<file path="src/hdl/qdec_pkg.sv">
// ================================================
// Decode front end shared definitions
// Instruction word layout, opcodes, the registered
// decode bus and the fetch lane states
// ================================================

package qdec_pkg;

	// ================================================
	// Sizes
	// ================================================

	// Instruction memory is word addressed
	localparam int IMEM_AW    = 8;
	localparam int IMEM_DEPTH = 256;
	localparam int WORD_W     = 32;
	// Immediate width once a postfix word has extended it
	localparam int IMM_W      = 48;

	typedef logic [IMEM_AW-1:0] imem_addr_t;
	typedef logic [4:0]         reg_idx_t;

	// ================================================
	// Instruction word
	// ================================================

	// Register form, with rb and rc as operands
	typedef struct packed {
		logic [5:0] opcode;
		reg_idx_t   rt;
		reg_idx_t   ra;
		reg_idx_t   rb;
		reg_idx_t   rc;
		logic [5:0] func;
	} instr_r_t;

	// Immediate form, where imm16 overlays rb, rc and func
	typedef struct packed {
		logic [5:0]  opcode;
		reg_idx_t    rt;
		reg_idx_t    ra;
		logic [15:0] imm16;
	} instr_i_t;

	// Postfix word; its payload carries immediate bits 41..16
	typedef struct packed {
		logic [5:0]  opcode;
		logic [25:0] payload;
	} instr_p_t;

	// All three views share the same 32 bits
	typedef union packed {
		instr_r_t r;
		instr_i_t i;
		instr_p_t p;
	} instr_t;

	// Codes that are not listed here decode as an illegal nop
	typedef enum logic [5:0] {
		OP_NOP   = 6'd0,
		OP_ADD   = 6'd1,
		OP_SUB   = 6'd2,
		OP_ADDI  = 6'd3,
		OP_MUL   = 6'd4,
		OP_MULU  = 6'd5,
		OP_DIV   = 6'd6,
		OP_DIVU  = 6'd7,
		OP_LOAD  = 6'd8,
		OP_LOADZ = 6'd9,
		OP_STORE = 6'd10,
		OP_LDA   = 6'd11,
		OP_BEQ   = 6'd12,
		OP_BNE   = 6'd13,
		OP_FENCE = 6'd14,
		OP_PFX   = 6'd15,
		OP_HALT  = 6'd16
	} opcode_e;

	// ================================================
	// Decode bus
	// ================================================

	typedef struct packed {
		imem_addr_t       pc;
		opcode_e          opcode;
		reg_idx_t         rt;
		reg_idx_t         ra;
		reg_idx_t         rb;
		reg_idx_t         rc;
		logic [IMM_W-1:0] imm;
		logic             has_imm;
		logic             nop;
		logic             illegal;
		logic             alu;
		logic             mul;
		logic             mulu;
		logic             div;
		logic             divu;
		logic             load;
		logic             loadz;
		logic             store;
		logic             lda;
		logic             branch;
		logic             backbr;
		logic             fence;
		logic             pfx_used;
		logic             halt;
	} decode_bus_t;

	typedef enum logic [2:0] {
		IDLE,
		REQ0,
		WAIT0,
		REQ1,
		WAIT1,
		ISSUE,
		HALTED
	} lane_state_e;

endpackage

</file>
<file path="src/hdl/imem_if.sv">
// ================================================
// Instruction memory requester link
// One requester to the shared memory arbiter
// ================================================

interface imem_if;
	import qdec_pkg::*;

	// Request side, held until the grant is seen
	logic       req;
	imem_addr_t addr;

	// Grant for this cycle, read data one cycle later
	logic       gnt;
	instr_t     rdata;
	logic       rvalid;

	modport requester (
		output req,
		output addr,
		input  gnt,
		input  rdata,
		input  rvalid
	);

	modport arbiter (
		input  req,
		input  addr,
		output gnt,
		output rdata,
		output rvalid
	);

endinterface

</file>
<file path="src/hdl/fetch_lane.sv">
// ================================================
// Fetch lane
// Per thread pc and two word window sequencer
// ================================================

module fetch_lane (
	input  logic                   clk,
	input  logic                   reset,
	input  logic                   run,
	input  qdec_pkg::imem_addr_t   start_pc,
	imem_if.requester              mem,
	output logic                   window_valid,
	output qdec_pkg::imem_addr_t   window_pc,
	output qdec_pkg::instr_t [1:0] window,
	input  logic                   pfx_used
);
	import qdec_pkg::*;

	lane_state_e state_q;
	imem_addr_t  pc_q;
	// Instruction word and the word after it
	instr_t      w0_q;
	instr_t      w1_q;
	logic        is_halt;

	// Requests are held in the request states until the grant arrives
	assign mem.req  = (state_q == REQ0) || (state_q == REQ1);
	assign mem.addr = (state_q == REQ1) ? imem_addr_t'(pc_q + 1'b1) : pc_q;

	assign window_valid = (state_q == ISSUE);
	assign window_pc    = pc_q;
	assign window       = {w1_q, w0_q};

	assign is_halt = (w0_q.r.opcode == OP_HALT);

	// ================================================
	// Sequencer
	// ================================================

	always_ff @(posedge clk)
	begin
		if (reset)
		begin
			state_q <= IDLE;
			pc_q    <= start_pc;
		end
		else
		begin
			case (state_q)
				IDLE:
				begin
					// The start address is tracked until the thread is released
					if (run)
					begin
						state_q <= REQ0;
					end
					else
					begin
						pc_q <= start_pc;
					end
				end
				REQ0:
				begin
					if (mem.gnt)
					begin
						state_q <= WAIT0;
					end
				end
				WAIT0:
				begin
					if (mem.rvalid)
					begin
						state_q <= REQ1;
					end
				end
				REQ1:
				begin
					if (mem.gnt)
					begin
						state_q <= WAIT1;
					end
				end
				WAIT1:
				begin
					if (mem.rvalid)
					begin
						state_q <= ISSUE;
					end
				end
				ISSUE:
				begin
					// Skip the postfix word when the decoder consumed it
					pc_q <= pc_q + (pfx_used ? imem_addr_t'(2) : imem_addr_t'(1));
					if (is_halt)
					begin
						state_q <= HALTED;
					end
					else if (run)
					begin
						state_q <= REQ0;
					end
					else
					begin
						state_q <= IDLE;
					end
				end
				HALTED:
				begin
					// Stay parked until the thread is stopped
					if (!run)
					begin
						state_q <= IDLE;
						pc_q    <= start_pc;
					end
				end
				default:
				begin
					state_q <= IDLE;
				end
			endcase
		end
	end

	// Each returned word lands in its window slot
	always_ff @(posedge clk)
	begin
		if ((state_q == WAIT0) && mem.rvalid)
		begin
			w0_q <= mem.rdata;
		end
		if ((state_q == WAIT1) && mem.rvalid)
		begin
			w1_q <= mem.rdata;
		end
	end

	// A wait state asks for nothing and always sees its word come back that cycle
	a_wait_handshake: assert property (@(posedge clk) disable iff (reset)
		((state_q == WAIT0) || (state_q == WAIT1)) |-> (!mem.req && mem.rvalid));

endmodule

</file>
<file path="src/flat_wrapper.sv">
// flat-port wrapper written by rule: the top's interface ports become plain ports
module fetch_lane_flat import qdec_pkg::*;
  (clk, reset, run, start_pc, window_valid, window_pc, window, pfx_used, mem_req, mem_addr, mem_gnt, mem_rdata, mem_rvalid);
  imem_if mem_i ();
  input  logic clk;
  input  logic reset;
  input  logic run;
  input  qdec_pkg::imem_addr_t start_pc;
  output logic window_valid;
  output qdec_pkg::imem_addr_t window_pc;
  output qdec_pkg::instr_t [1:0] window;
  input  logic pfx_used;
  output wire logic [$bits(mem_i.req)-1:0] mem_req;
  output wire logic [$bits(mem_i.addr)-1:0] mem_addr;
  input wire logic [$bits(mem_i.gnt)-1:0] mem_gnt;
  input wire logic [$bits(mem_i.rdata)-1:0] mem_rdata;
  input wire logic [$bits(mem_i.rvalid)-1:0] mem_rvalid;
  assign mem_req = mem_i.req;
  assign mem_addr = mem_i.addr;
  assign mem_i.gnt = mem_gnt;
  assign mem_i.rdata = mem_rdata;
  assign mem_i.rvalid = mem_rvalid;
  fetch_lane u_core (.clk(clk), .reset(reset), .run(run), .start_pc(start_pc), .mem(mem_i), .window_valid(window_valid), .window_pc(window_pc), .window(window), .pfx_used(pfx_used));
endmodule
</file>
<file path="config.mk">
export PLATFORM = sky130hd
export DESIGN_NAME = fetch_lane_flat
export DESIGN_NICKNAME = d
export VERILOG_FILES = /design/src/hdl/qdec_pkg.sv /design/src/hdl/imem_if.sv /design/src/hdl/fetch_lane.sv /design/src/flat_wrapper.sv
export SDC_FILE = /design/constraint.sdc
export NUM_CORES = 1
export LEC_CHECK = 0
export BUFFER_PORTS_ARGS = -buffer_cell sky130_fd_sc_hd__buf_2
export CAP_MARGIN = 10
export CORE_ASPECT_RATIO = 0.7
export CORE_MARGIN = 2
export CORE_UTILIZATION = 34
export DETAILED_ROUTE_END_ITERATION = 7
export PLACE_DENSITY = 0.65
export SETUP_SLACK_MARGIN = 0.02
export SLEW_MARGIN = 0
export SYNTH_ARGS = -nofsm -noshare
export SYNTH_HDL_FRONTEND = slang
export SYNTH_SLANG_ARGS = --single-unit
</file>
<file path="constraint.sdc">
create_clock -name clk -period 11.35 [get_ports clk]
set_clock_uncertainty 0.05 [all_clocks]
set_input_delay 1.7025 -clock clk [delete_from_list [all_inputs] [get_ports clk]]
set_output_delay 1.7025 -clock clk [all_outputs]
set_load 0.005 [all_outputs]
</file>
After elaboration in Yosys (flattened, before gate mapping) --
Cells that the tools add are included. W data, S select, Z words.
Storage, ports and cells: output and inout port bits 82, bits in registers 75
Cells by class: reductions and logical operators 8, equal/unequal tests 14, multiplexer cells 14, add/sub/neg operators 2
Operators by type and width (count):
- $mux W8 | 3
- $mux W3 | 7
- $pmux W3 S7 | 1
- $pmux W8 S2 | 1
- $ne A2 B2 Y1 const B | 6
- $eq A3 B3 Y1 const B | 3
- $add A8 B1 Y8 const B | 1
- $add A8 B8 Y8 | 1
- $eq A3 B2 Y1 const B | 2
- $eq A6 B5 Y1 const B | 1
- $reduce_and A6 Y1 | 1
- $eq A3 B1 Y1 const B | 1
- $logic_not A3 Y1 | 1
- $ne A3 B3 Y1 const B | 1
- $reduce_bool A3 Y1 | 1
- $logic_and A1 B1 Y1 | 2
- $mux W2 | 1
- $reduce_and A2 Y1 | 1
- $reduce_or A2 Y1 | 1
- $logic_or A1 B1 Y1 | 1
- $mux W1 | 1

Logic depth before layout (Yosys ltp) --
word-level depth 4, mapped depth 7, depth with buffers taken out 7

Worst setup path before layout --
OpenSTA, ideal clock, no wires.
path kind input-to-reg, start in mem_rvalid, end reg u_core.w0_q[0] (netlist name), enable pin, stages 1, data arrival time 4779 ps, path buffers 0, required time 10798 ps, slack 6019 ps, cells stage by stage nor4bb_1
On the way: cells in the longest elaborated chain, start to end 1
RTL lines:
- start, declared | line flat_wrapper.sv:17 | input wire logic [$bits(mem_i.rvalid)-1:0] mem_rvalid;
- $logic_and A1 B1 Y1 | line fetch_lane.sv:127 | if ((state_q == WAIT0) && mem.rvalid)
- end signal, assigned | line fetch_lane.sv:129 | w0_q <= mem.rdata;
- end, declared | line fetch_lane.sv:22 | instr_t w0_q;
No other way between the ends. A chain may end at the register's enable or synchronous reset.

Final worst setup path --
start reg u_core.state_q[2], end out mem_addr[1]
On the way: cells in the longest elaborated chain, start to end 2
RTL lines:
- start, declared | line fetch_lane.sv:19 | lane_state_e state_q;
- start signal, assigned | line fetch_lane.sv:44 | state_q <= IDLE;
- start signal, assigned | line fetch_lane.sv:55 | state_q <= REQ0;
- start signal, assigned | line fetch_lane.sv:66 | state_q <= WAIT0;
- $eq A3 B2 Y1 | line fetch_lane.sv:28 | assign mem.addr = (state_q == REQ1) ? imem_addr_t'(pc_q + 1'b1) : pc_q;
- $mux W8 | line fetch_lane.sv:28
- end, declared | line flat_wrapper.sv:14 | output wire logic [$bits(mem_i.addr)-1:0] mem_addr;
No other way between the ends.

==> key figures <==
Clock tree
  – # clock sinks: 75
  – TritonCTS buffer count: 9
  – Post_cts resized: 0
  – Setup bufs post-CTS: 0
  – Clock Latency Late Sink: 320 ps
  – Root buf cell: clkbuf_16
  – Clk slew on worst S/H paths: 60 ps
  – CTS tree: built
  – CTS HTree Levels: 3
  – Maximum clock path buffer count: 2
  – Hold buffer count at CTS: 0

GRT
  – Number of global-route vias before repair: 1835
  – Antenna violations before repair: 0
  – Largest net degree at the start of global routing: 33
  – GRT overflow: 0
  – GRT Util Overall: 13.4%
  – First-pass GRT wire length: 9.16 mm

Yosys
  – Yosys synthesis warning count: 0
  – Largest area contributor in the netlist: edfxtp_1
  – Synth area leaders: edfxtp_1, xnor2_1, xor2_1
  – FFs w/ async S/R, synth: 0%
  – Register area share after synthesis: 77.3%
  – Syn_nets: 221
  – Post-Syn Instances: 171
  – Average size of a mapped cell: 16.8 µm²
  – Yosys reg bits: 75
  – Number of synthesized flops with an enable pin: 72
  – Top-area cell type share of the netlist area: 75.2%
  – Count of cell types in the netlist: 38
  – Syn Std Cell Area: 2880 µm²
  – Synth Flop Type: edfxtp_1

Critical path
  – Worst path required time: 9600 ps
  – Startpoint Class: flop
  – Worst R2R Start: u_core.state_q[2]
  – Critical Path Start: u_core.state_q[2]
  – Max FO, Critical Path: 13
  – Critical path class: flop to primary output
  – Crit end category: primary output
  – Worst Path Arrival: 1830 ps

STA
  – Final Hold Vio Count: 0
  – Slew headroom: 47.7%
  – Share of the clock period used by the worst path: 31.6%
  – Final Max Slew Viols: 0
  – Hold WS: 664 ps
  – Fmax: 279 MHz
  – Final setup fails: 0
  – Worst-Margin Slew: 784 ps
  – Tmin final: 3580 ps
  – Setup Total Neg Slack: 0 ps
  – RSZ-0062 raised after global routing: false

Placed design
  – Placed cell area: 3630 µm²
  – Port Buffers: 127
  – Dpl cells: 398
  – Post-DP HPWL: 4.40 mm
  – GP Congestion: 0.778

Layout
  – Finished Layout Cells: 414
  – Area Growth Syn to Fin: 36.9%
  – Fin nets: 354
  – Layout cell share with drive strength beyond 1: 49.8%
  – Ant. Diodes: 0
  – Design area: 3940 µm²

Status
  – Status: finished clean

Die
  – Die width: 114 µm
  – # rows: 28
  – I/O pins: 128
  – Die ar.: 9220 µm²
  – Core ar.: 8340 µm²
  – Die H: 80.9 µm
  – Initial Utilization: 34.5%

Detailed routing
  – Vias/cell: 4.60
  – 1st-iter DRT viols: 66
  – Final wirelength: 6.11 mm
  – DR pass1 iterations: 5
  – Post-route DRC violation count: 0
  – WL/cell: 14.8 µm
  – Routed via count: 1905
  – Routed Antenna Nets: 0

Worst hold path
  – Worst hold-check path type: flop to flop
  – Hold_sp: u_core.window_pc[7]

Pwr
  – VDD IR max: 95.6 µV
  – Static leakage: 1.59 nW
  – Pwr/cell area: 170 nW/µm²

Job
  – Total of max-cap violations: 0
[area by class of cell]
cell class | count | area [µm²]
clock buffers | 10 | 229
well taps | 105 | 131
clock inverters | 6 | 80.1
multi-input cells | 83 | 604
fillers | 776 | 4400
inverters | 7 | 26.3
repair buffers | 128 | 643
flip-flops and latches | 75 | 2220
[state kept, by name (all words and copies together), names as in the netlist]
| signal | cells |
|---|---|
| u_core.w1_q | 32 |
| u_core.state_q | 3 |
| u_core.window_pc | 8 |
| u_core.w0_q | 32 |
[cells in the final DEF, fill, tap and decap left out, drive strengths merged]
cell type	count
nand3	3
inv	7
buf	128
and2	1
o21ai	11
a211oi	1
dfxtp	3
and3	2
a22o	1
fa	1
a31o	1
nor2	6
a21o	1
or4	1
nor2b	3
clkinvlp	1
nor4	1
mux2i	2
edfxtp	72
bufinv	2
clkinv	3
mux2	2
nand4	2
and2b	1
clkbuf	10
nand2	14
xor2	7
nor3	1
a31oi	1
ha	3
o211ai	1
nor3b	4
a21oi	3
nand3b	1
xnor2	7
nor4bb	1
[metrics by stage]
stage          power [W]  util, %  worst slack [ps]
2_1_floorplan   0.000358        -              6020
3_5_place_dp    0.000385     43.5              8110
3_3_place_gp    0.000384     43.5              8140
5_1_grt         0.000700     47.2              7670
4_1_cts         0.000680     47.2              7760
6_report        0.000671     47.2              7770
[kinds of logic (layout without fill, tap and decap cells)]
family / Yosys count / after routing / synth area share (%)
muxes: 4 / 4 / 1.48
AOI/OAI and AO/OA: 20 / 20 / 4.48
DFF: 75 / 75 / 77.3
adders and majority gates: 4 / 4 / 2.00
xor gates and xnor gates: 14 / 14 / 4.26
buffers and inverters: 13 / 151 / 2.26
and+or+nand+nor: 41 / 41 / 8.22
[cells in the mapped netlist, drive strengths merged (2+ instances only)]
cell type,number
nor2,6
nand3,3
edfxtp,72
buf,5
and3,2
mux2i,2
dfxtp,3
a21oi,3
xnor2,7
inv,7
ha,3
nand2,14
xor2,7
nor3b,4
nor2b,3
mux2,2
o21ai,11
nand4,2
[layer usage]
metal	wire length (µm)	GRT usage, %	vias up	part of all wire, %
met3	440	5.30	14	7.2
met5	0	0	-	0
met1	2770	17.4	900	45
li1	-	-	907	-
met2	2760	19.9	84	45
met4	140	6.46	0	2.3
[worst max-delay path: stages, from the launching register on]
cell and delay [ps]:
dfxtp_1 600, and2b_2 320, nand2_1 120, mux2_2 350, buf_2 130
[worst paths after layout]
| kind | endpoint | slack [ps] | cells past startpoint |
|---|---|---|---|
| setup reg to reg | u_core.w1_q[24] | 9370 | 2 |
| hold reg to reg | u_core.window_pc[7] | 660 | 2 |
| hold / removal | u_core.window_pc[7] | 660 | 2 |
| setup / recovery | mem_addr[1] | 7770 | 4 |
[report_power, final]
group          internal [W]  switching, W  leakage, nW
logic             0.0000267     0.0000265        0.758
registers          0.000314     0.0000115        0.683
clock network      0.000190      0.000102        0.148
No activity file was read; power rests on OpenSTA's default activity.
