==> src/hdl/qdec_pkg.sv <==
// ================================================
// Decode front end shared definitions
// Instruction word layout, opcodes, the registered
// decode bus and the fetch lane states
// ================================================

package qdec_pkg;

	// ================================================
	// Sizes
	// ================================================

	// Instruction memory is word addressed
	localparam int IMEM_AW    = 8;
	localparam int IMEM_DEPTH = 256;
	localparam int WORD_W     = 32;
	// Immediate width once a postfix word has extended it
	localparam int IMM_W      = 48;

	typedef logic [IMEM_AW-1:0] imem_addr_t;
	typedef logic [4:0]         reg_idx_t;

	// ================================================
	// Instruction word
	// ================================================

	// Register form, with rb and rc as operands
	typedef struct packed {
		logic [5:0] opcode;
		reg_idx_t   rt;
		reg_idx_t   ra;
		reg_idx_t   rb;
		reg_idx_t   rc;
		logic [5:0] func;
	} instr_r_t;

	// Immediate form, where imm16 overlays rb, rc and func
	typedef struct packed {
		logic [5:0]  opcode;
		reg_idx_t    rt;
		reg_idx_t    ra;
		logic [15:0] imm16;
	} instr_i_t;

	// Postfix word; its payload carries immediate bits 41..16
	typedef struct packed {
		logic [5:0]  opcode;
		logic [25:0] payload;
	} instr_p_t;

	// All three views share the same 32 bits
	typedef union packed {
		instr_r_t r;
		instr_i_t i;
		instr_p_t p;
	} instr_t;

	// Codes that are not listed here decode as an illegal nop
	typedef enum logic [5:0] {
		OP_NOP   = 6'd0,
		OP_ADD   = 6'd1,
		OP_SUB   = 6'd2,
		OP_ADDI  = 6'd3,
		OP_MUL   = 6'd4,
		OP_MULU  = 6'd5,
		OP_DIV   = 6'd6,
		OP_DIVU  = 6'd7,
		OP_LOAD  = 6'd8,
		OP_LOADZ = 6'd9,
		OP_STORE = 6'd10,
		OP_LDA   = 6'd11,
		OP_BEQ   = 6'd12,
		OP_BNE   = 6'd13,
		OP_FENCE = 6'd14,
		OP_PFX   = 6'd15,
		OP_HALT  = 6'd16
	} opcode_e;

	// ================================================
	// Decode bus
	// ================================================

	typedef struct packed {
		imem_addr_t       pc;
		opcode_e          opcode;
		reg_idx_t         rt;
		reg_idx_t         ra;
		reg_idx_t         rb;
		reg_idx_t         rc;
		logic [IMM_W-1:0] imm;
		logic             has_imm;
		logic             nop;
		logic             illegal;
		logic             alu;
		logic             mul;
		logic             mulu;
		logic             div;
		logic             divu;
		logic             load;
		logic             loadz;
		logic             store;
		logic             lda;
		logic             branch;
		logic             backbr;
		logic             fence;
		logic             pfx_used;
		logic             halt;
	} decode_bus_t;

	typedef enum logic [2:0] {
		IDLE,
		REQ0,
		WAIT0,
		REQ1,
		WAIT1,
		ISSUE,
		HALTED
	} lane_state_e;

endpackage

==> src/hdl/imem_if.sv <==
// ================================================
// Instruction memory requester link
// One requester to the shared memory arbiter
// ================================================

interface imem_if;
	import qdec_pkg::*;

	// Request side, held until the grant is seen
	logic       req;
	imem_addr_t addr;

	// Grant for this cycle, read data one cycle later
	logic       gnt;
	instr_t     rdata;
	logic       rvalid;

	modport requester (
		output req,
		output addr,
		input  gnt,
		input  rdata,
		input  rvalid
	);

	modport arbiter (
		input  req,
		input  addr,
		output gnt,
		output rdata,
		output rvalid
	);

endinterface

==> src/hdl/imem_arbiter.sv <==
// ================================================
// Instruction memory arbiter
// Load port first, then round robin between lanes
// ================================================

module imem_arbiter (
	input  logic                 clk,
	input  logic                 reset,
	imem_if.arbiter              lane_a,
	imem_if.arbiter              lane_b,
	imem_if.arbiter              load,
	input  qdec_pkg::instr_t     wr_data,
	output logic                 mem_en,
	output logic                 mem_we,
	output qdec_pkg::imem_addr_t mem_addr,
	output qdec_pkg::instr_t     mem_wdata,
	input  qdec_pkg::instr_t     mem_rdata
);
	import qdec_pkg::*;

	logic gnt_load;
	logic gnt_a;
	logic gnt_b;
	// Set when lane B had the port most recently
	logic last_b;
	// Owner of the read that is in flight
	logic rd_a_q;
	logic rd_b_q;

	// ================================================
	// Grant selection
	// ================================================

	always_comb
	begin
		gnt_load = load.req;
		gnt_a    = 1'b0;
		gnt_b    = 1'b0;
		// Lanes only compete when no write is pending
		if (!load.req)
		begin
			if (lane_a.req && lane_b.req)
			begin
				// The lane that was not served last wins the tie
				gnt_a = last_b;
				gnt_b = !last_b;
			end
			else
			begin
				gnt_a = lane_a.req;
				gnt_b = lane_b.req;
			end
		end
	end

	assign load.gnt   = gnt_load;
	assign lane_a.gnt = gnt_a;
	assign lane_b.gnt = gnt_b;

	// Memory port follows whichever requester was granted
	assign mem_en    = gnt_load | gnt_a | gnt_b;
	assign mem_we    = gnt_load;
	assign mem_wdata = wr_data;
	assign mem_addr  = gnt_load ? load.addr : (gnt_b ? lane_b.addr : lane_a.addr);

	// ================================================
	// Fairness and read return
	// ================================================

	always_ff @(posedge clk)
	begin
		if (reset)
		begin
			// Lane A gets the first tie after reset
			last_b <= 1'b1;
			rd_a_q <= 1'b0;
			rd_b_q <= 1'b0;
		end
		else
		begin
			rd_a_q <= gnt_a;
			rd_b_q <= gnt_b;
			if (gnt_a)
			begin
				last_b <= 1'b0;
			end
			else if (gnt_b)
			begin
				last_b <= 1'b1;
			end
		end
	end

	// The data bus is shared and only rvalid is steered
	assign lane_a.rdata  = mem_rdata;
	assign lane_a.rvalid = rd_a_q;
	assign lane_b.rdata  = mem_rdata;
	assign lane_b.rvalid = rd_b_q;
	// Writes never return data
	assign load.rdata    = mem_rdata;
	assign load.rvalid   = 1'b0;

	// At most one requester owns the port in any cycle
	a_gnt_onehot: assert property (@(posedge clk) disable iff (reset)
		$onehot0({load.gnt, lane_a.gnt, lane_b.gnt}));

	// Read data only returns to a lane whose address the memory read the cycle before
	a_rvalid_a: assert property (@(posedge clk) disable iff (reset)
		lane_a.rvalid |->
		$past(mem_en && !mem_we && lane_a.req && (mem_addr == lane_a.addr)));
	a_rvalid_b: assert property (@(posedge clk) disable iff (reset)
		lane_b.rvalid |->
		$past(mem_en && !mem_we && lane_b.req && (mem_addr == lane_b.addr)));

endmodule

==> src/flat_wrapper.sv <==
// flat-port wrapper written by rule: the top's interface ports become plain ports
module imem_arbiter_flat import qdec_pkg::*;
  (clk, reset, wr_data, mem_en, mem_we, mem_addr, mem_wdata, mem_rdata, lane_a_req, lane_a_addr, lane_a_gnt, lane_a_rdata, lane_a_rvalid, lane_b_req, lane_b_addr, lane_b_gnt, lane_b_rdata, lane_b_rvalid, load_req, load_addr, load_gnt, load_rdata, load_rvalid);
  imem_if lane_a_i ();
  imem_if lane_b_i ();
  imem_if load_i ();
  input  logic clk;
  input  logic reset;
  input  qdec_pkg::instr_t wr_data;
  output logic mem_en;
  output logic mem_we;
  output qdec_pkg::imem_addr_t mem_addr;
  output qdec_pkg::instr_t mem_wdata;
  input  qdec_pkg::instr_t mem_rdata;
  input wire logic [$bits(lane_a_i.req)-1:0] lane_a_req;
  input wire logic [$bits(lane_a_i.addr)-1:0] lane_a_addr;
  output wire logic [$bits(lane_a_i.gnt)-1:0] lane_a_gnt;
  output wire logic [$bits(lane_a_i.rdata)-1:0] lane_a_rdata;
  output wire logic [$bits(lane_a_i.rvalid)-1:0] lane_a_rvalid;
  input wire logic [$bits(lane_b_i.req)-1:0] lane_b_req;
  input wire logic [$bits(lane_b_i.addr)-1:0] lane_b_addr;
  output wire logic [$bits(lane_b_i.gnt)-1:0] lane_b_gnt;
  output wire logic [$bits(lane_b_i.rdata)-1:0] lane_b_rdata;
  output wire logic [$bits(lane_b_i.rvalid)-1:0] lane_b_rvalid;
  input wire logic [$bits(load_i.req)-1:0] load_req;
  input wire logic [$bits(load_i.addr)-1:0] load_addr;
  output wire logic [$bits(load_i.gnt)-1:0] load_gnt;
  output wire logic [$bits(load_i.rdata)-1:0] load_rdata;
  output wire logic [$bits(load_i.rvalid)-1:0] load_rvalid;
  assign lane_a_i.req = lane_a_req;
  assign lane_a_i.addr = lane_a_addr;
  assign lane_a_gnt = lane_a_i.gnt;
  assign lane_a_rdata = lane_a_i.rdata;
  assign lane_a_rvalid = lane_a_i.rvalid;
  assign lane_b_i.req = lane_b_req;
  assign lane_b_i.addr = lane_b_addr;
  assign lane_b_gnt = lane_b_i.gnt;
  assign lane_b_rdata = lane_b_i.rdata;
  assign lane_b_rvalid = lane_b_i.rvalid;
  assign load_i.req = load_req;
  assign load_i.addr = load_addr;
  assign load_gnt = load_i.gnt;
  assign load_rdata = load_i.rdata;
  assign load_rvalid = load_i.rvalid;
  imem_arbiter u_core (.clk(clk), .reset(reset), .lane_a(lane_a_i), .lane_b(lane_b_i), .load(load_i), .wr_data(wr_data), .mem_en(mem_en), .mem_we(mem_we), .mem_addr(mem_addr), .mem_wdata(mem_wdata), .mem_rdata(mem_rdata));
endmodule
==> config.mk <==
export PLATFORM = sky130hd
export DESIGN_NAME = imem_arbiter_flat
export DESIGN_NICKNAME = d
export VERILOG_FILES = /design/src/hdl/qdec_pkg.sv /design/src/hdl/imem_if.sv /design/src/hdl/imem_arbiter.sv /design/src/flat_wrapper.sv
export SDC_FILE = /design/constraint.sdc
export NUM_CORES = 1
export LEC_CHECK = 0
export BUFFER_PORTS_ARGS = -buffer_cell sky130_fd_sc_hd__buf_4
export CAP_MARGIN = 20
export CORE_AREA = 2 2 91 93
export DETAILED_ROUTE_END_ITERATION = 12
export DIE_AREA = 0 0 93 95
export MAX_ROUTING_LAYER = met4
export SYNTH_ARGS = -nofsm -noshare
export SYNTH_HDL_FRONTEND = slang
export SYNTH_SLANG_ARGS = --single-unit
==> constraint.sdc <==
create_clock -name clk -period 2.7 [get_ports clk]
set_input_delay 0.405 -clock clk [delete_from_list [all_inputs] [get_ports clk]]
set_output_delay 0.405 -clock clk [all_outputs]
set_load 0.02 [all_outputs]
Yosys cells after proc, flatten, opt, wreduce, memory -nomap -nowiden
Cells that the tools add are included.
- flip-flop bits (word level): 3
- memory bits (writable): 0
- latch bits: 0
- memories kept: 0
- memory bits (read-only): 0
- input bits: 93
- equal/unequal tests: 0
- shifts and indexed selects: 0
- reduce and logical (&&, ||, !) cells: 3
- add/subtract/negate cells: 0
- multipliers: 0
- mux-type cells: 8
- $lt $le $gt $ge: 0
- divide/modulo/power cells: 0
- bitwise gates (word level): 2
- operators by type and width (kind ; count):
    two-way mux 8 bit ; 2
    two-way mux 1 bit ; 6
    OR 1 bit ; 2
    nonzero test 2 bit ; 1
    logical AND 1 bit ; 1
    logical NOT 1 bit ; 1

Longest topological paths before layout
- word-level depth: 5
- mapped depth: 3
- gate-level depth less buffers: 3

Worst setup path before layout
Ideal clock, no wire load.
- path kind: input port to output port
- start: input port load_req
- end: output port mem_addr[0]
- path slack: 1107 ps
- data required time: 2295 ps
- data arrival time: 1188 ps
- stages: 3
- path buffers: 0
- cell sequence: nand2b_2 a21oi_4 a221o_1
- word-level cells in the longest chain between the ends: 3
- RTL lines (element ; RTL line ; RTL):
    start: declaration ; flat_wrapper.sv:25 ; input wire logic [$bits(load_i.req)-1:0] load_req;
    two-way mux 1 bit ; imem_arbiter.sv:40 ; if (!load.req)
    via lane_b_gnt ; flat_wrapper.sv:22 ; output wire logic [$bits(lane_b_i.gnt)-1:0] lane_b_gnt;
    two-way mux 8 bit (2 in a row) ; imem_arbiter.sv:64 ; assign mem_addr = gnt_load ? load.addr : (gnt_b ? lane_b.addr : lane_a.addr);
    end: declaration ; flat_wrapper.sv:12 ; output qdec_pkg::imem_addr_t mem_addr;
The timed path passes the listed nets, and every way through them passes these cells.

Final worst setup path
- start: input port load_req
- end: output port mem_addr[5]
- word-level cells in the longest chain between the ends: 3
- RTL lines (element ; RTL line):
    two-way mux 1 bit ; imem_arbiter.sv:40
    two-way mux 8 bit ; imem_arbiter.sv:64
    two-way mux 8 bit * ; imem_arbiter.sv:64
Every way passes the cells marked *; elsewhere a longest branch is shown, timed or not.

==> results.cfg <==
[worst_hold_path]
hp-class = primary input to flip-flop

[synthesis]
synth_compound_area_share_pct = 9.98
synth_seq_cells = 3
synth_top_family_by_area = buffers and inverters
synth_top_area_share_pct = 76.9
synthesis.nets = 257
synth_area_per_cell_um2 = 7.80
yosys.area_share.simple_pct = 7.44
synth_top_area_cell = buf_4
yosys.cell_types.count = 17
ys_warn_count = 0
yosys-mux-area-fraction_pct = 0
yosysSeqAreaShare_pct = 4.70
syn_area_mm2 = 0.00128
yosys.area_share.xor_xnor_pct = 0
synthAdderAreaFrac_pct = 0
synthCells = 164
synth.area.top_cells = buf_4 (77%), a221o_1 (6.3%), dfxtp_1 (4.7%)

[clock_network]
ctsResizeCount = 0
path_clk_slew_ns = 0.03
post_cts_buffers = 0
clockBufferDepth = 2
h-tree-depth = 1
ctsHoldBuffers = 0
cts_buffers = 3
cts_num_sinks = 3
root_buffer = clkbuf_8
clk_latency_ns = 0.22
cts_tree = done

[global_route]
grtUsageMet1_pct = 3.25
grt_overflow = 0
grt_pass1_wl_um = 3110
grtUsageMet2_pct = 6.76
grt_max_degree = 15
grt_pass1_vias = 558
antenna_found_initial = 0
grt_use_met3_pct = 3.51
grt_use_total_pct = 4.76
grt_busiest_layer = met2

[setup_path]
critical_path.max_stage_delay_ns = 0.28
slowest_stage = a21oi_4
critPathLaunchType = primary input
crit_family = compound AO/OA/AOI/OAI gates
crit_buf_inv = 2
arrival_ns = 1.43
path_cells = buf_4 -> nand2b_2 -> a21oi_4 -> a221o_1 -> buf_4
worstPathMaxFanout = 14
crit_path_end_kind = output port
required_ns = 2.30
worst_path_most_repeated_cell = buf_4
critPathKind = primary input to output port

[flow_run]
max_cap_violations = 0

[drt]
drt-initial-drc-count = 4
via_count = 560
dr.pass1.iters = 2
drt_wl_total_um = 2560
antenna_left = 0
wl_per_cell_um = 13.9
via_per_inst = 3.04
drc_errors = 0

[power]
irDropWorstVdd_uv = 82.7
powerDensity_mw_per_mm2 = 377
leakagePower_nw = 0.346
p_total_mw = 0.297

[sta]
timing.fmax_mhz = 545
tns_ns = 0
finalMaxSlewViolations = 0
hold_violations = 0
finalCriticalPeriod_ns = 1.84
finalSetupViolations = 0
grt_setup_unrepaired = false
fin_crit_sh_pct = 68.0
fin_skew_ns = 0.00246

[cells_and_area]
final_nets = 173
final_cells = 184
final_area_um2 = 790
drive_above_1_share_pct = 64.6
antenna_cells = 0
post-route-util_pct = 9.96
area_delta_synth_final_pct = -38.3

[outcome]
status = complete, no violations

[floorplan]
ioPinCount = 237
coreArea_mm2 = 0.00793
core.rowCount = 33
initial_core_util_pct = 16.1
die-area_mm2 = 0.00884
die_h_um = 95
die_width_um = 93

[place]
dpl.hpwl_um = 2140
routabilityCongestion = 0.625
placed_cells = 180
numPortBuffers = 43
postPlaceCellArea_um2 = 744
==> synth_stat cells <==
cell / n
a211o_2: 1
a21oi_1: 1
a21oi_4: 2
a221o_1: 8
and2_1: 8
and2b_1: 1
buf_2: 1
buf_4: 131
conb_1: 1
dfxtp_1: 3
inv_1: 1
nand2_2: 1
nand2b_1: 1
nand2b_2: 1
nor2_1: 1
nor2b_1: 1
or3_1: 1
==> registers in the layout, indices dropped and copies added, names as in the netlist <==
name                  cells
u_core.last_b             1
u_core.lane_a.rvalid      1
u_core.lane_b.rvalid      1
==> cells in the final DEF (no fill, tap or decap), types with 2 or more instances in the layout <==
master	n
and2_1	8
a221o_1	8
clkbuf_8	3
buf_4	43
dfxtp_1	3
a21oi_4	2
==> per-stage QoR <==
stage | hold slack, ns | setup slack, ns
floorplan | 0.477 | 1.11
global placement | 0.588 | 0.907
detailed placement | 0.589 | 0.860
CTS | 0.363 | 0.850
global route | 0.360 | 0.801
finish | 0.364 | 0.865
==> routing by layer <==
layer	wire length [µm]	up-vias	share of wire, %
li1	-	217	-
met1	552	237	22
met2	1180	71	46
met3	561	35	22
met4	262	0	10
met5	0	-	0
==> cells by family (layout without fill, tap and decap cells) <==
kind of cell	Yosys count	count (layout)
and+or+nand+nor	15	15
buffers and inverters	133	48
DFF	3	3
AOI/OAI and AO/OA	12	12
other	1	1
==> worst paths after layout <==
| check | from | endpoint | slack, ns | cells after the start |
|---|---|---|---|---|
| max | load_req | mem_addr[5] | 0.86 | 5 |
| max reg2reg | u_core.last_b$_SDFFE_PP1P_ | u_core.last_b$_SDFFE_PP1P_ | 1.78 | 2 |
| min reg2reg | u_core.last_b$_SDFFE_PP1P_ | u_core.last_b$_SDFFE_PP1P_ | 0.61 | 2 |
| min | reset | u_core.lane_a.rvalid$_SDFF_PP0_ | 0.36 | 2 |
==> report_power, final <==
part           switching [mW]  leakage (nW)  internal, mW
combinational          0.0531         0.298        0.0627
sequential            0.00224        0.0247        0.0469
clock                  0.0317        0.0228         0.101
total                  0.0870         0.346         0.210
==> layout make-up <==
cell class,count,area [µm²]
clock buffer,4,45.0
tap,105,131
fill,939,7140
inverter,1,3.75
multi-input combinational,28,226
timing repair buffer,43,323
sequential,3,60.1
No activity file was read; power rests on OpenSTA's default activity.
