`src/hdl/qdec_pkg.sv`:
```
// ================================================
// Decode front end shared definitions
// Instruction word layout, opcodes, the registered
// decode bus and the fetch lane states
// ================================================

package qdec_pkg;

	// ================================================
	// Sizes
	// ================================================

	// Instruction memory is word addressed
	localparam int IMEM_AW    = 8;
	localparam int IMEM_DEPTH = 256;
	localparam int WORD_W     = 32;
	// Immediate width once a postfix word has extended it
	localparam int IMM_W      = 48;

	typedef logic [IMEM_AW-1:0] imem_addr_t;
	typedef logic [4:0]         reg_idx_t;

	// ================================================
	// Instruction word
	// ================================================

	// Register form, with rb and rc as operands
	typedef struct packed {
		logic [5:0] opcode;
		reg_idx_t   rt;
		reg_idx_t   ra;
		reg_idx_t   rb;
		reg_idx_t   rc;
		logic [5:0] func;
	} instr_r_t;

	// Immediate form, where imm16 overlays rb, rc and func
	typedef struct packed {
		logic [5:0]  opcode;
		reg_idx_t    rt;
		reg_idx_t    ra;
		logic [15:0] imm16;
	} instr_i_t;

	// Postfix word; its payload carries immediate bits 41..16
	typedef struct packed {
		logic [5:0]  opcode;
		logic [25:0] payload;
	} instr_p_t;

	// All three views share the same 32 bits
	typedef union packed {
		instr_r_t r;
		instr_i_t i;
		instr_p_t p;
	} instr_t;

	// Codes that are not listed here decode as an illegal nop
	typedef enum logic [5:0] {
		OP_NOP   = 6'd0,
		OP_ADD   = 6'd1,
		OP_SUB   = 6'd2,
		OP_ADDI  = 6'd3,
		OP_MUL   = 6'd4,
		OP_MULU  = 6'd5,
		OP_DIV   = 6'd6,
		OP_DIVU  = 6'd7,
		OP_LOAD  = 6'd8,
		OP_LOADZ = 6'd9,
		OP_STORE = 6'd10,
		OP_LDA   = 6'd11,
		OP_BEQ   = 6'd12,
		OP_BNE   = 6'd13,
		OP_FENCE = 6'd14,
		OP_PFX   = 6'd15,
		OP_HALT  = 6'd16
	} opcode_e;

	// ================================================
	// Decode bus
	// ================================================

	typedef struct packed {
		imem_addr_t       pc;
		opcode_e          opcode;
		reg_idx_t         rt;
		reg_idx_t         ra;
		reg_idx_t         rb;
		reg_idx_t         rc;
		logic [IMM_W-1:0] imm;
		logic             has_imm;
		logic             nop;
		logic             illegal;
		logic             alu;
		logic             mul;
		logic             mulu;
		logic             div;
		logic             divu;
		logic             load;
		logic             loadz;
		logic             store;
		logic             lda;
		logic             branch;
		logic             backbr;
		logic             fence;
		logic             pfx_used;
		logic             halt;
	} decode_bus_t;

	typedef enum logic [2:0] {
		IDLE,
		REQ0,
		WAIT0,
		REQ1,
		WAIT1,
		ISSUE,
		HALTED
	} lane_state_e;

endpackage

```
`src/hdl/insn_decoder.sv`:
```
// ================================================
// Instruction decoder
// Turns a two word window into a registered
// decode bus with class flags and immediate
// ================================================

module insn_decoder (
	input  logic                   clk,
	input  logic                   reset,
	input  logic                   window_valid,
	input  qdec_pkg::imem_addr_t   window_pc,
	input  qdec_pkg::instr_t [1:0] window,
	output logic                   pfx_used,
	output logic                   dec_valid,
	output qdec_pkg::decode_bus_t  dec
);
	import qdec_pkg::*;

	instr_t           w0;
	instr_t           w1;
	// Operand format of word 0
	logic             reg_form;
	logic             imm_form;
	logic [IMM_W-1:0] imm_short;
	logic [IMM_W-1:0] imm_long;
	decode_bus_t      db;

	assign w0 = window[0];
	assign w1 = window[1];

	// ================================================
	// Immediate
	// ================================================

	// Plain sign extension of imm16
	assign imm_short = {{(IMM_W - 16){w0.i.imm16[15]}}, w0.i.imm16};
	// Postfix supplies bits 41..16 and the sign comes from its top payload bit
	assign imm_long  = {{(IMM_W - 42){w1.p.payload[25]}}, w1.p.payload, w0.i.imm16};

	// A postfix only counts when it follows an immediate form
	assign pfx_used = imm_form && (w1.p.opcode == OP_PFX);

	// ================================================
	// Field and class decode
	// ================================================

	always_comb
	begin
		db          = '0;
		db.pc       = window_pc;
		db.opcode   = OP_NOP;
		reg_form    = 1'b0;
		imm_form    = 1'b0;

		case (w0.r.opcode)
			OP_NOP:
			begin
				db.nop = 1'b1;
			end
			OP_ADD, OP_SUB:
			begin
				reg_form = 1'b1;
				db.alu   = 1'b1;
			end
			OP_ADDI:
			begin
				imm_form = 1'b1;
				db.alu   = 1'b1;
			end
			OP_MUL:
			begin
				reg_form = 1'b1;
				db.mul   = 1'b1;
			end
			OP_MULU:
			begin
				reg_form = 1'b1;
				db.mulu  = 1'b1;
			end
			OP_DIV:
			begin
				reg_form = 1'b1;
				db.div   = 1'b1;
			end
			OP_DIVU:
			begin
				reg_form = 1'b1;
				db.divu  = 1'b1;
			end
			OP_LOAD:
			begin
				imm_form = 1'b1;
				db.load  = 1'b1;
			end
			OP_LOADZ:
			begin
				imm_form = 1'b1;
				db.loadz = 1'b1;
			end
			OP_STORE:
			begin
				imm_form = 1'b1;
				db.store = 1'b1;
			end
			OP_LDA:
			begin
				// Address generation goes through the alu
				imm_form = 1'b1;
				db.lda   = 1'b1;
				db.alu   = 1'b1;
			end
			OP_BEQ, OP_BNE:
			begin
				imm_form  = 1'b1;
				db.branch = 1'b1;
			end
			OP_FENCE:
			begin
				db.fence = 1'b1;
			end
			OP_HALT:
			begin
				db.halt = 1'b1;
			end
			default:
			begin
				// Unknown codes and a postfix on its own become an illegal nop
				db.nop     = 1'b1;
				db.illegal = 1'b1;
			end
		endcase

		// Known codes keep their own opcode
		if (!db.illegal)
		begin
			db.opcode = opcode_e'(w0.r.opcode);
		end

		// Register fields by format
		if (reg_form || imm_form)
		begin
			db.rt = w0.r.rt;
			db.ra = w0.r.ra;
		end
		if (reg_form)
		begin
			db.rb = w0.r.rb;
			db.rc = w0.r.rc;
		end

		if (imm_form)
		begin
			db.has_imm  = 1'b1;
			db.pfx_used = (w1.p.opcode == OP_PFX);
			db.imm      = db.pfx_used ? imm_long : imm_short;
		end

		// Backward branch follows the sign of the final displacement
		db.backbr = db.branch && db.imm[IMM_W-1];
	end

	// ================================================
	// Output register
	// ================================================

	always_ff @(posedge clk)
	begin
		if (reset)
		begin
			dec_valid <= 1'b0;
		end
		else
		begin
			dec_valid <= window_valid;
		end
	end

	// The bus itself is payload and only loads on a window
	always_ff @(posedge clk)
	begin
		if (window_valid)
		begin
			dec <= db;
		end
	end

	// A postfix word never reaches the consumer as an instruction
	a_no_pfx_primary: assert property (@(posedge clk) disable iff (reset)
		dec_valid |-> (dec.opcode != OP_PFX));

endmodule

```
`config.mk`:
```
export PLATFORM = sky130hd
export DESIGN_NAME = insn_decoder
export DESIGN_NICKNAME = d
export VERILOG_FILES = /design/src/hdl/qdec_pkg.sv /design/src/hdl/insn_decoder.sv
export SDC_FILE = /design/constraint.sdc
export NUM_CORES = 1
export LEC_CHECK = 0
export BUFFER_PORTS_ARGS = -buffer_cell sky130_fd_sc_hd__buf_2
export CORE_MARGIN = 3
export CORE_UTILIZATION = 46
export DETAILED_ROUTE_END_ITERATION = 12
export HOLD_SLACK_MARGIN = 0.02
export MAX_ROUTING_LAYER = met4
export PLACE_DENSITY = 0.79
export REMOVE_ABC_BUFFERS = 1
export SYNTH_ARGS = -nofsm -noshare
export SYNTH_HDL_FRONTEND = slang
export SYNTH_SLANG_ARGS = --single-unit
```
`constraint.sdc`:
```
create_clock -name clk -period 2 [get_ports clk]
set_input_delay 0.3 -clock clk [delete_from_list [all_inputs] [get_ports clk]]
set_output_delay 0.3 -clock clk [all_outputs]
set_load 0.005 [all_outputs]
```
======== Yosys cells after proc, flatten, opt, wreduce, memory -nomap -nowiden ========
Cells that the tools add are included.
storage, ports and cells
  bits of input ports ..................... 75
  register bits ........................... 100
  output and inout bits ................... 101
  logic and storage cells ................. 70
operators by class
  equality and inequality tests ........... 16
  reduce and logical (&&, ||, !) cells .... 10
  multiplexer cells ....................... 18
operators with widths
  kind                                                                   number
  49-bit two-way mux                                                     1
  6-bit by 4-bit equality test with 1-bit output, second input constant  8
  48-bit two-way mux                                                     1
  6-bit by 3-bit equality test with 1-bit output, second input constant  4
  1-bit two-way mux                                                      16
  16-bit OR reduction                                                    1
  15-bit OR reduction                                                    1
  6-bit by 2-bit equality test with 1-bit output, second input constant  2
  7-bit OR reduction                                                     1
  6-bit by 1-bit equality test with 1-bit output, second input constant  1
  6-bit by 5-bit equality test with 1-bit output, second input constant  1
  6-bit zero test                                                        1
  6-bit OR reduction                                                     1
  4-bit OR reduction                                                     1
  1-bit logical AND                                                      2
  2-bit OR reduction                                                     1
  1-bit logical OR                                                       1

======== Depth between registers and ports, before layout ========
Gate-level depths: netlist (run 1).
  depth after elaboration ................. 5
  depth in mapped cells ................... 7
  gate-level depth less buffers ........... 4

======== Worst setup path after synthesis (run 1) ========
No wires, ideal clock.
  kind .................................... input port to flip-flop
  start ................................... in window[27] (netlist name)
  end ..................................... reg dec[75] (netlist name), data pin
  required time ........................... 1.745 ns
  path slack .............................. 0.422 ns
  path buffers ............................ 1
  arrival ................................. 1.323 ns
  setup time .............................. 0.255 ns
  stages on the path ...................... 4
  cells stage by stage .................... buf_2 -> or4_4 -> o211a_2 -> and2_1
between the ends
  longest elaborated chain between the ends .. 4
  elaborated cells on any way between the ends .. 18
  those cells by class .................... 13 x eq/ne; 2 x mux; 3 x reduce/logical
ends and longest elaborated chain
  what                                                                          line                 RTL
  start: declaration                                                            insn_decoder.sv:12   input qdec_pkg::instr_t [1:0] window,
  6-bit by 4-bit equality test with 1-bit output, or another cell as far along  insn_decoder.sv:55   case (w0.r.opcode)
  7-bit OR reduction (no line) / 6-bit OR reduction (equally long branches)     --
  1-bit two-way mux                                                             insn_decoder.sv:55
  1-bit logical OR (*)                                                          insn_decoder.sv:140  if (reg_form || imm_form)
  end signal: assignment                                                        insn_decoder.sv:183  dec <= db;
  end: declaration                                                              insn_decoder.sv:15   output qdec_pkg::decode_bus_t dec
Mark *: on every way between the ends. The rest lies on a longest branch, timed or not.
A chain may end at the register's enable or synchronous reset.

======== Worst setup path after layout (run 1) ========
  start ................................... in window[31] (netlist name)
  end ..................................... out pfx_used
between the ends
  longest elaborated chain between the ends .. 4
  elaborated cells on any way between the ends .. 10
  those cells by class .................... 7 x eq/ne; 1 x mux; 2 x reduce/logical
ends and longest elaborated chain
  what                                                                                                                     line                RTL
  6-bit by 4-bit equality test with 1-bit output / 6-bit by 2-bit equality test with 1-bit output (equally long branches)  insn_decoder.sv:55
  7-bit OR reduction (no line) (*)                                                                                         --
  1-bit two-way mux (*)                                                                                                    insn_decoder.sv:55
  1-bit logical AND (*)                                                                                                    insn_decoder.sv:41  assign pfx_used = imm_form && (w1.p.opcode == OP_PFX);
  end: declaration                                                                                                         insn_decoder.sv:13  output logic pfx_used,
Marked as above.

==> flow_summary_export.csv, run 1 <==
group,metric,value,unit
worst_setup_path,crit_path_max_fanout,19,
pwr,peakVddDrop,0.498,mV
detailed_routing,post-route-drc-count,0,
sta,max_slew_margin,64.8,%
finish,final_util,62.9,%
clocking,cts_buffers,9,
detailed_routing,ant_nets,0,
clocking,cts_resized,0,
clocking,cts.path.max_buffers,2,
finish,multi_input_area,785,sq um
grt,grt_max_degree,96,
placed_design,post-place-ws,249,ps
yosys,synth-main-ff-cell,"edfxtp_1",
finish,drive_gt1_share,47.6,%
grt,antenna_found_initial,1,
yosys,synthCells,256,
worst_setup_path,crit_path_start_kind,"input pin",
sta,hold_viol,0,
pwr,power_density,835,nW/um^2
clocking,h-tree-depth,3,
finish,nFillCells,627,
die,ios,176,
clocking,cts_num_sinks,95,
clocking,cts_tree,"done",
flow_run,cap_violations,0,
sta,rsz0062_at_grt,"false",
sta,finalSetupTns,0,ps
detailed_routing,drt_iter0_drc,150,
worst_hold_path,min_path_type,"input pin to register",
sta,min_period,1760,ps
placed_design,place_congestion,0.899,
finish,mostFrequentLayoutCells,"buf_2, edfxtp_1, and2_1",
yosys,synth_seq_area_share,75.1,%
clocking,clkTransAtPathRegs,100,ps
yosys,ys_types,36,
pwr,total_power,4.12,mW
die,initial_utilization,48.2,%
die,num_rows,32,
pwr,power_frac_clock,33.2,%
pwr,seq_power_share,57.4,%
yosys,ys_warn_count,0,
finish,area_growth_syn_to_layout,30.4,%
worst_setup_path,critical_path_class,"input pin to output pin",
placed_design,place_hpwl,6.07,mm
detailed_routing,via_count,2727,
sta,final-max-slew-violation-count,0,
worst_setup_path,cp.arrival,1460,ps
die,core,7850,sq um
sta,hold_ws,90.7,ps
finish,final_common_cell,"buf_2",
yosys,synthArstFlopShare,0,%
clocking,cts_hold_buf,0,
sta,finalSetupViolations,0,
yosys,synth-seq-cells,95,
yosys,synth_edf_count,94,
pwr,p_sw_share,22.0,%
detailed_routing,drt_pass1_iterations,4,
clocking,cts_setup_buffers,0,
grt,first_global_vias,2624,
grt,grtUsageTotal,18.6,%
yosys,netlist_area,3780,sq um
worst_setup_path,end_kind,"output pin",
yosys,syn_avg_cell_area,14.8,sq um
sta,worstMarginPinSlew,528,ps
detailed_routing,wl_per_cell,15.8,microns
sta,fin_crit_sh,87.8,%
grt,grt_pass1_wl,13.3,mm
finish,final-seq-area,2840,sq um
detailed_routing,wl,8.44,mm
detailed_routing,viasPerCell,5.11,
sta,layout_setup_ws,245,ps
clocking,cts_root_buf,"clkbuf_8",
die,die_h,96.7,microns
placed_design,io_buffers,175,
sta,fmax,570,MHz
pwr,combPwrFrac,9.5,%
pwr,cellLeakagePower,2.02,nW
finish,nets,501,
pwr,internal_power,3.21,mW
worst_hold_path,hold_path_depth,2,
worst_hold_path,hp-start,"reset",
die,die-width,96.7,microns
worst_hold_path,holdPathEnd,"dec_valid",
die,design.die.area,9350,sq um
status,outcome,"finished, final reports clean",
grt,overflow,0,
worst_setup_path,crit_required,1700,ps
pwr,p_sw,0.906,mW
critical path: stages:
cell and delay [ps]:
buf_2 150, or2_4 280, a211o_1 330, clkinv_4 130
and3_1 150, buf_2 110
how the worst max path moves through the flow:
stage,from,end,slack (ps),cells after the start
5_1_grt,window[31],pfx_used,160,6
3_3_place_gp,window[31],pfx_used,250,6
4_1_cts,window[31],pfx_used,250,6
2_1_floorplan,window[61],dec[3],280,3
6_report,window[31],pfx_used,240,6
3_5_place_dp,window[31],pfx_used,250,6
routing by layer:
metal	wire length [microns]	global-route usage, %	vias up
li1	-	-	1282
met1	3090	20.5	1294
met2	4450	31.6	133
met3	748	6.13	18
met4	154	6.37	0
met5	0	-	-
area by class of cell:
cell class	count	area share [%]
Sequential cell	95	57.6
Clock inverter	7	1.93
Clock buffer	9	2.51
Multi-Input combinational cell	135	15.9
Tap cell	102	2.59
Antenna cell	1	0.0507
Timing Repair Buffer	181	19.0
Inverter	4	0.406
logic make-up after synthesis:
kind of cell	count (synthesis)	share of synthesized area (%)
other	1	0.0991
and+or+nand+nor	94	14.2
adders and majority gates	1	0.265
buffers and inverters	26	4.13
AOI/OAI and AO/OA	39	6.18
DFF	95	75.1
flip-flops by register name (all words and copies together), names as in the netlist:
signal / count
dec_valid: 1
dec: 94
power groups by stage:
| stage | Combinational [mW] | Sequential [mW] | Clock, mW |
|---|---|---|---|
| after global routing | 0.429 | 2.38 | 1.49 |
| after global placement | 0.387 | 2.40 | 0 |
| final | 0.389 | 2.36 | 1.37 |
| after CTS | 0.396 | 2.36 | 1.39 |
| after floorplan | 0.0798 | 2.43 | 0 |
| after detailed placement | 0.395 | 2.41 | 0 |
through the flow:
| stage | std cells | instance area, sq um |
|---|---|---|
| 6_report | 534 | 4930 |
| 5_1_grt | 534 | 4930 |
| 4_1_cts | 533 | 4930 |
| 3_5_place_dp | 517 | 4710 |
| 3_3_place_gp | 517 | 4710 |
| 2_1_floorplan | 234 | 3650 |
cell usage after synthesis, types with 2 or more instances:
cell / number / area share [%]
inv_1: 3 / 0.30
clkbuf_1: 7 / 0.69
nand2_1: 2 / 0.20
nor2_1: 8 / 0.79
nor3b_1: 2 / 0.40
and3_1: 3 / 0.50
nand2b_1: 2 / 0.33
and2_1: 37 / 6.1
buf_4: 5 / 0.99
edfxtp_1: 94 / 75
buf_1: 2 / 0.20
nor3_1: 6 / 0.79
a21oi_1: 29 / 3.8
nand3_1: 28 / 3.7
buf_6: 4 / 1.2
buf_2: 4 / 0.53
(Power assumes the default switching activity.)
==> run 2, diff against run 1 <==
--- a/config.mk
+++ b/config.mk
@@ -11,7 +11,7 @@
 export DETAILED_ROUTE_END_ITERATION = 12
 export HOLD_SLACK_MARGIN = 0.02
 export MAX_ROUTING_LAYER = met4
-export PLACE_DENSITY = 0.79
+export PLACE_DENSITY_LB_ADDON = 0.08
 export REMOVE_ABC_BUFFERS = 1
 export SYNTH_ARGS = -nofsm -noshare
 export SYNTH_HDL_FRONTEND = slang
==> run 2 against run 1 <==
Against the previous run: routed wire length up 1.8%; critical path depth unchanged; critical path type unchanged; via count down 1.0%; worst hold slack better by 27 ps; clock-buffer cell count unchanged; flip-flop and latch count unchanged; setup slack better by 75 ps; utilization up 0.80 points.
==> flow_summary_export.csv, run 2 (synthesized netlist as in run 1, its figures left out) <==
group,metric,value,unit
detailed_routing,via_count,2699,
detailed_routing,wl_per_cell,15.9,microns
worst_setup_path,crit_top_cell,"buf_2",
detailed_routing,drt_pass1_iterations,4,
clocking,cts_root_buf,"clkbuf_8",
worst_setup_path,critical_path_class,"input pin to output pin",
worst_setup_path,end_kind,"output pin",
clocking,cts_hold_buf,0,
clocking,cts_resized,0,
finish,final_common_cell,"buf_2",
clocking,cts_tree,"done",
finish,reg_top3,"dec: 94 flops, dec_valid: 1 flops",
worst_setup_path,crit_required,1700,ps
die,ios,176,
die,die_h,96.7,microns
sta,final-max-slew-violation-count,0,
worst_setup_path,cp_num_buf_inv,3,
detailed_routing,viasPerCell,5.00,
placed_design,io_buffers,175,
die,die-width,96.7,microns
clocking,cts.path.max_buffers,2,
worst_setup_path,critPathSlowestCell,"a211o_1",
finish,largest_reg_flops,94,
grt,first_global_vias,2657,
sta,hold_ws,118,ps
worst_setup_path,cp_top_family,"simple AND/OR/NAND/NOR gates",
clocking,h-tree-depth,3,
worst_setup_path,crit_path_max_fanout,8,
finish,final-seq-area,2840,sq um
detailed_routing,drt_iter0_drc,98,
die,num_rows,32,
clocking,clkTransAtPathRegs,90,ps
grt,overflow,0,
grt,grt_pass1_wl,13.8,mm
worst_setup_path,cp_cell_sequence,"buf_2 -> or2_4 -> a211o_1 -> clkinv_4 -> and3_1 -> buf_2",
finish,regMostFlops,"dec",
status,outcome,"finished, final reports clean",
sta,fmax,595,MHz
placed_design,place_hpwl,6.39,mm
sta,min_period,1680,ps
clocking,cts_buffers,9,
sta,hold_viol,0,
finish,mostFrequentLayoutCells,"buf_2, edfxtp_1, and2_1",
worst_setup_path,crit_path_start_kind,"input pin",
sta,finalSetupViolations,0,
pwr,peakVddDrop,0.419,mV
pwr,cellLeakagePower,2.06,nW
worst_setup_path,max_stage_delay,340,ps
die,design.die.area,9350,sq um
finish,multi_input_area,785,sq um
finish,antennaDiodeCount,0,
clocking,cts_setup_buffers,0,
sta,fin_crit_sh,84.0,%
worst_setup_path,cp.arrival,1380,ps
grt,grt_max_degree,30,
finish,drive_gt1_share,48.4,%
detailed_routing,wl,8.60,mm
clocking,cts_num_sinks,95,
grt,grtUsageTotal,19.1,%
worst_hold_path,min_path_type,"input pin to register",
sta,finalSetupTns,0,ps
finish,nFillCells,665,
detailed_routing,post-route-drc-count,0,
die,initial_utilization,48.2,%
pwr,power_density,824,nW/um^2
finish,area_growth_syn_to_layout,32.0,%
grt,antenna_found_initial,0,
detailed_routing,ant_nets,0,
sta,rsz0062_at_grt,"false",
placed_design,place_congestion,0.765,
flow_run,cap_violations,0,
die,core,7850,sq um
finish,nets,508,
-- run 2: per-layer routing --
metal / GRT usage [%] / vias up / wire [microns]
met5: - / - / 0
met2: 30.3 / 134 / 4130
met1: 24.1 / 1268 / 3670
met4: 5.94 / 0 / 61
li1: - / 1293 / -
met3: 5.26 / 4 / 737
-- run 2: stage by stage --
step	cells	area, sq um	setup WS, ps	util [%]	total power, mW
finish	540	4990	319	63.6	4.12
global route	540	4990	247	63.6	4.30
CTS	540	4990	319	63.6	4.17
detailed placement	524	4780	283	60.9	2.82
global placement	524	4780	327	60.9	2.81
floorplan	234	3650	276	-	2.51
-- run 2: worst paths after layout --
kind	start	endpoint	cells after the start
worst max-delay path	window[31]	pfx_used	6
worst min-delay path	reset	dec_valid	2
-- run 2: layout make-up --
cell class	count	area share (%)
Sequential cell	95	56.9
Timing Repair Buffer	188	20.0
Multi-Input combinational cell	135	15.7
Tap cell	102	2.56
Clock buffer	9	2.48
Clock inverter	7	1.90
Inverter	4	0.401
-- run 2: report_power, final --
part           switching, mW  total (mW)  internal [mW]  leakage [nW]
logic                  0.215       0.408          0.192          1.04
registers             0.0337        2.36           2.32         0.907
clock network          0.646        1.35          0.707         0.110
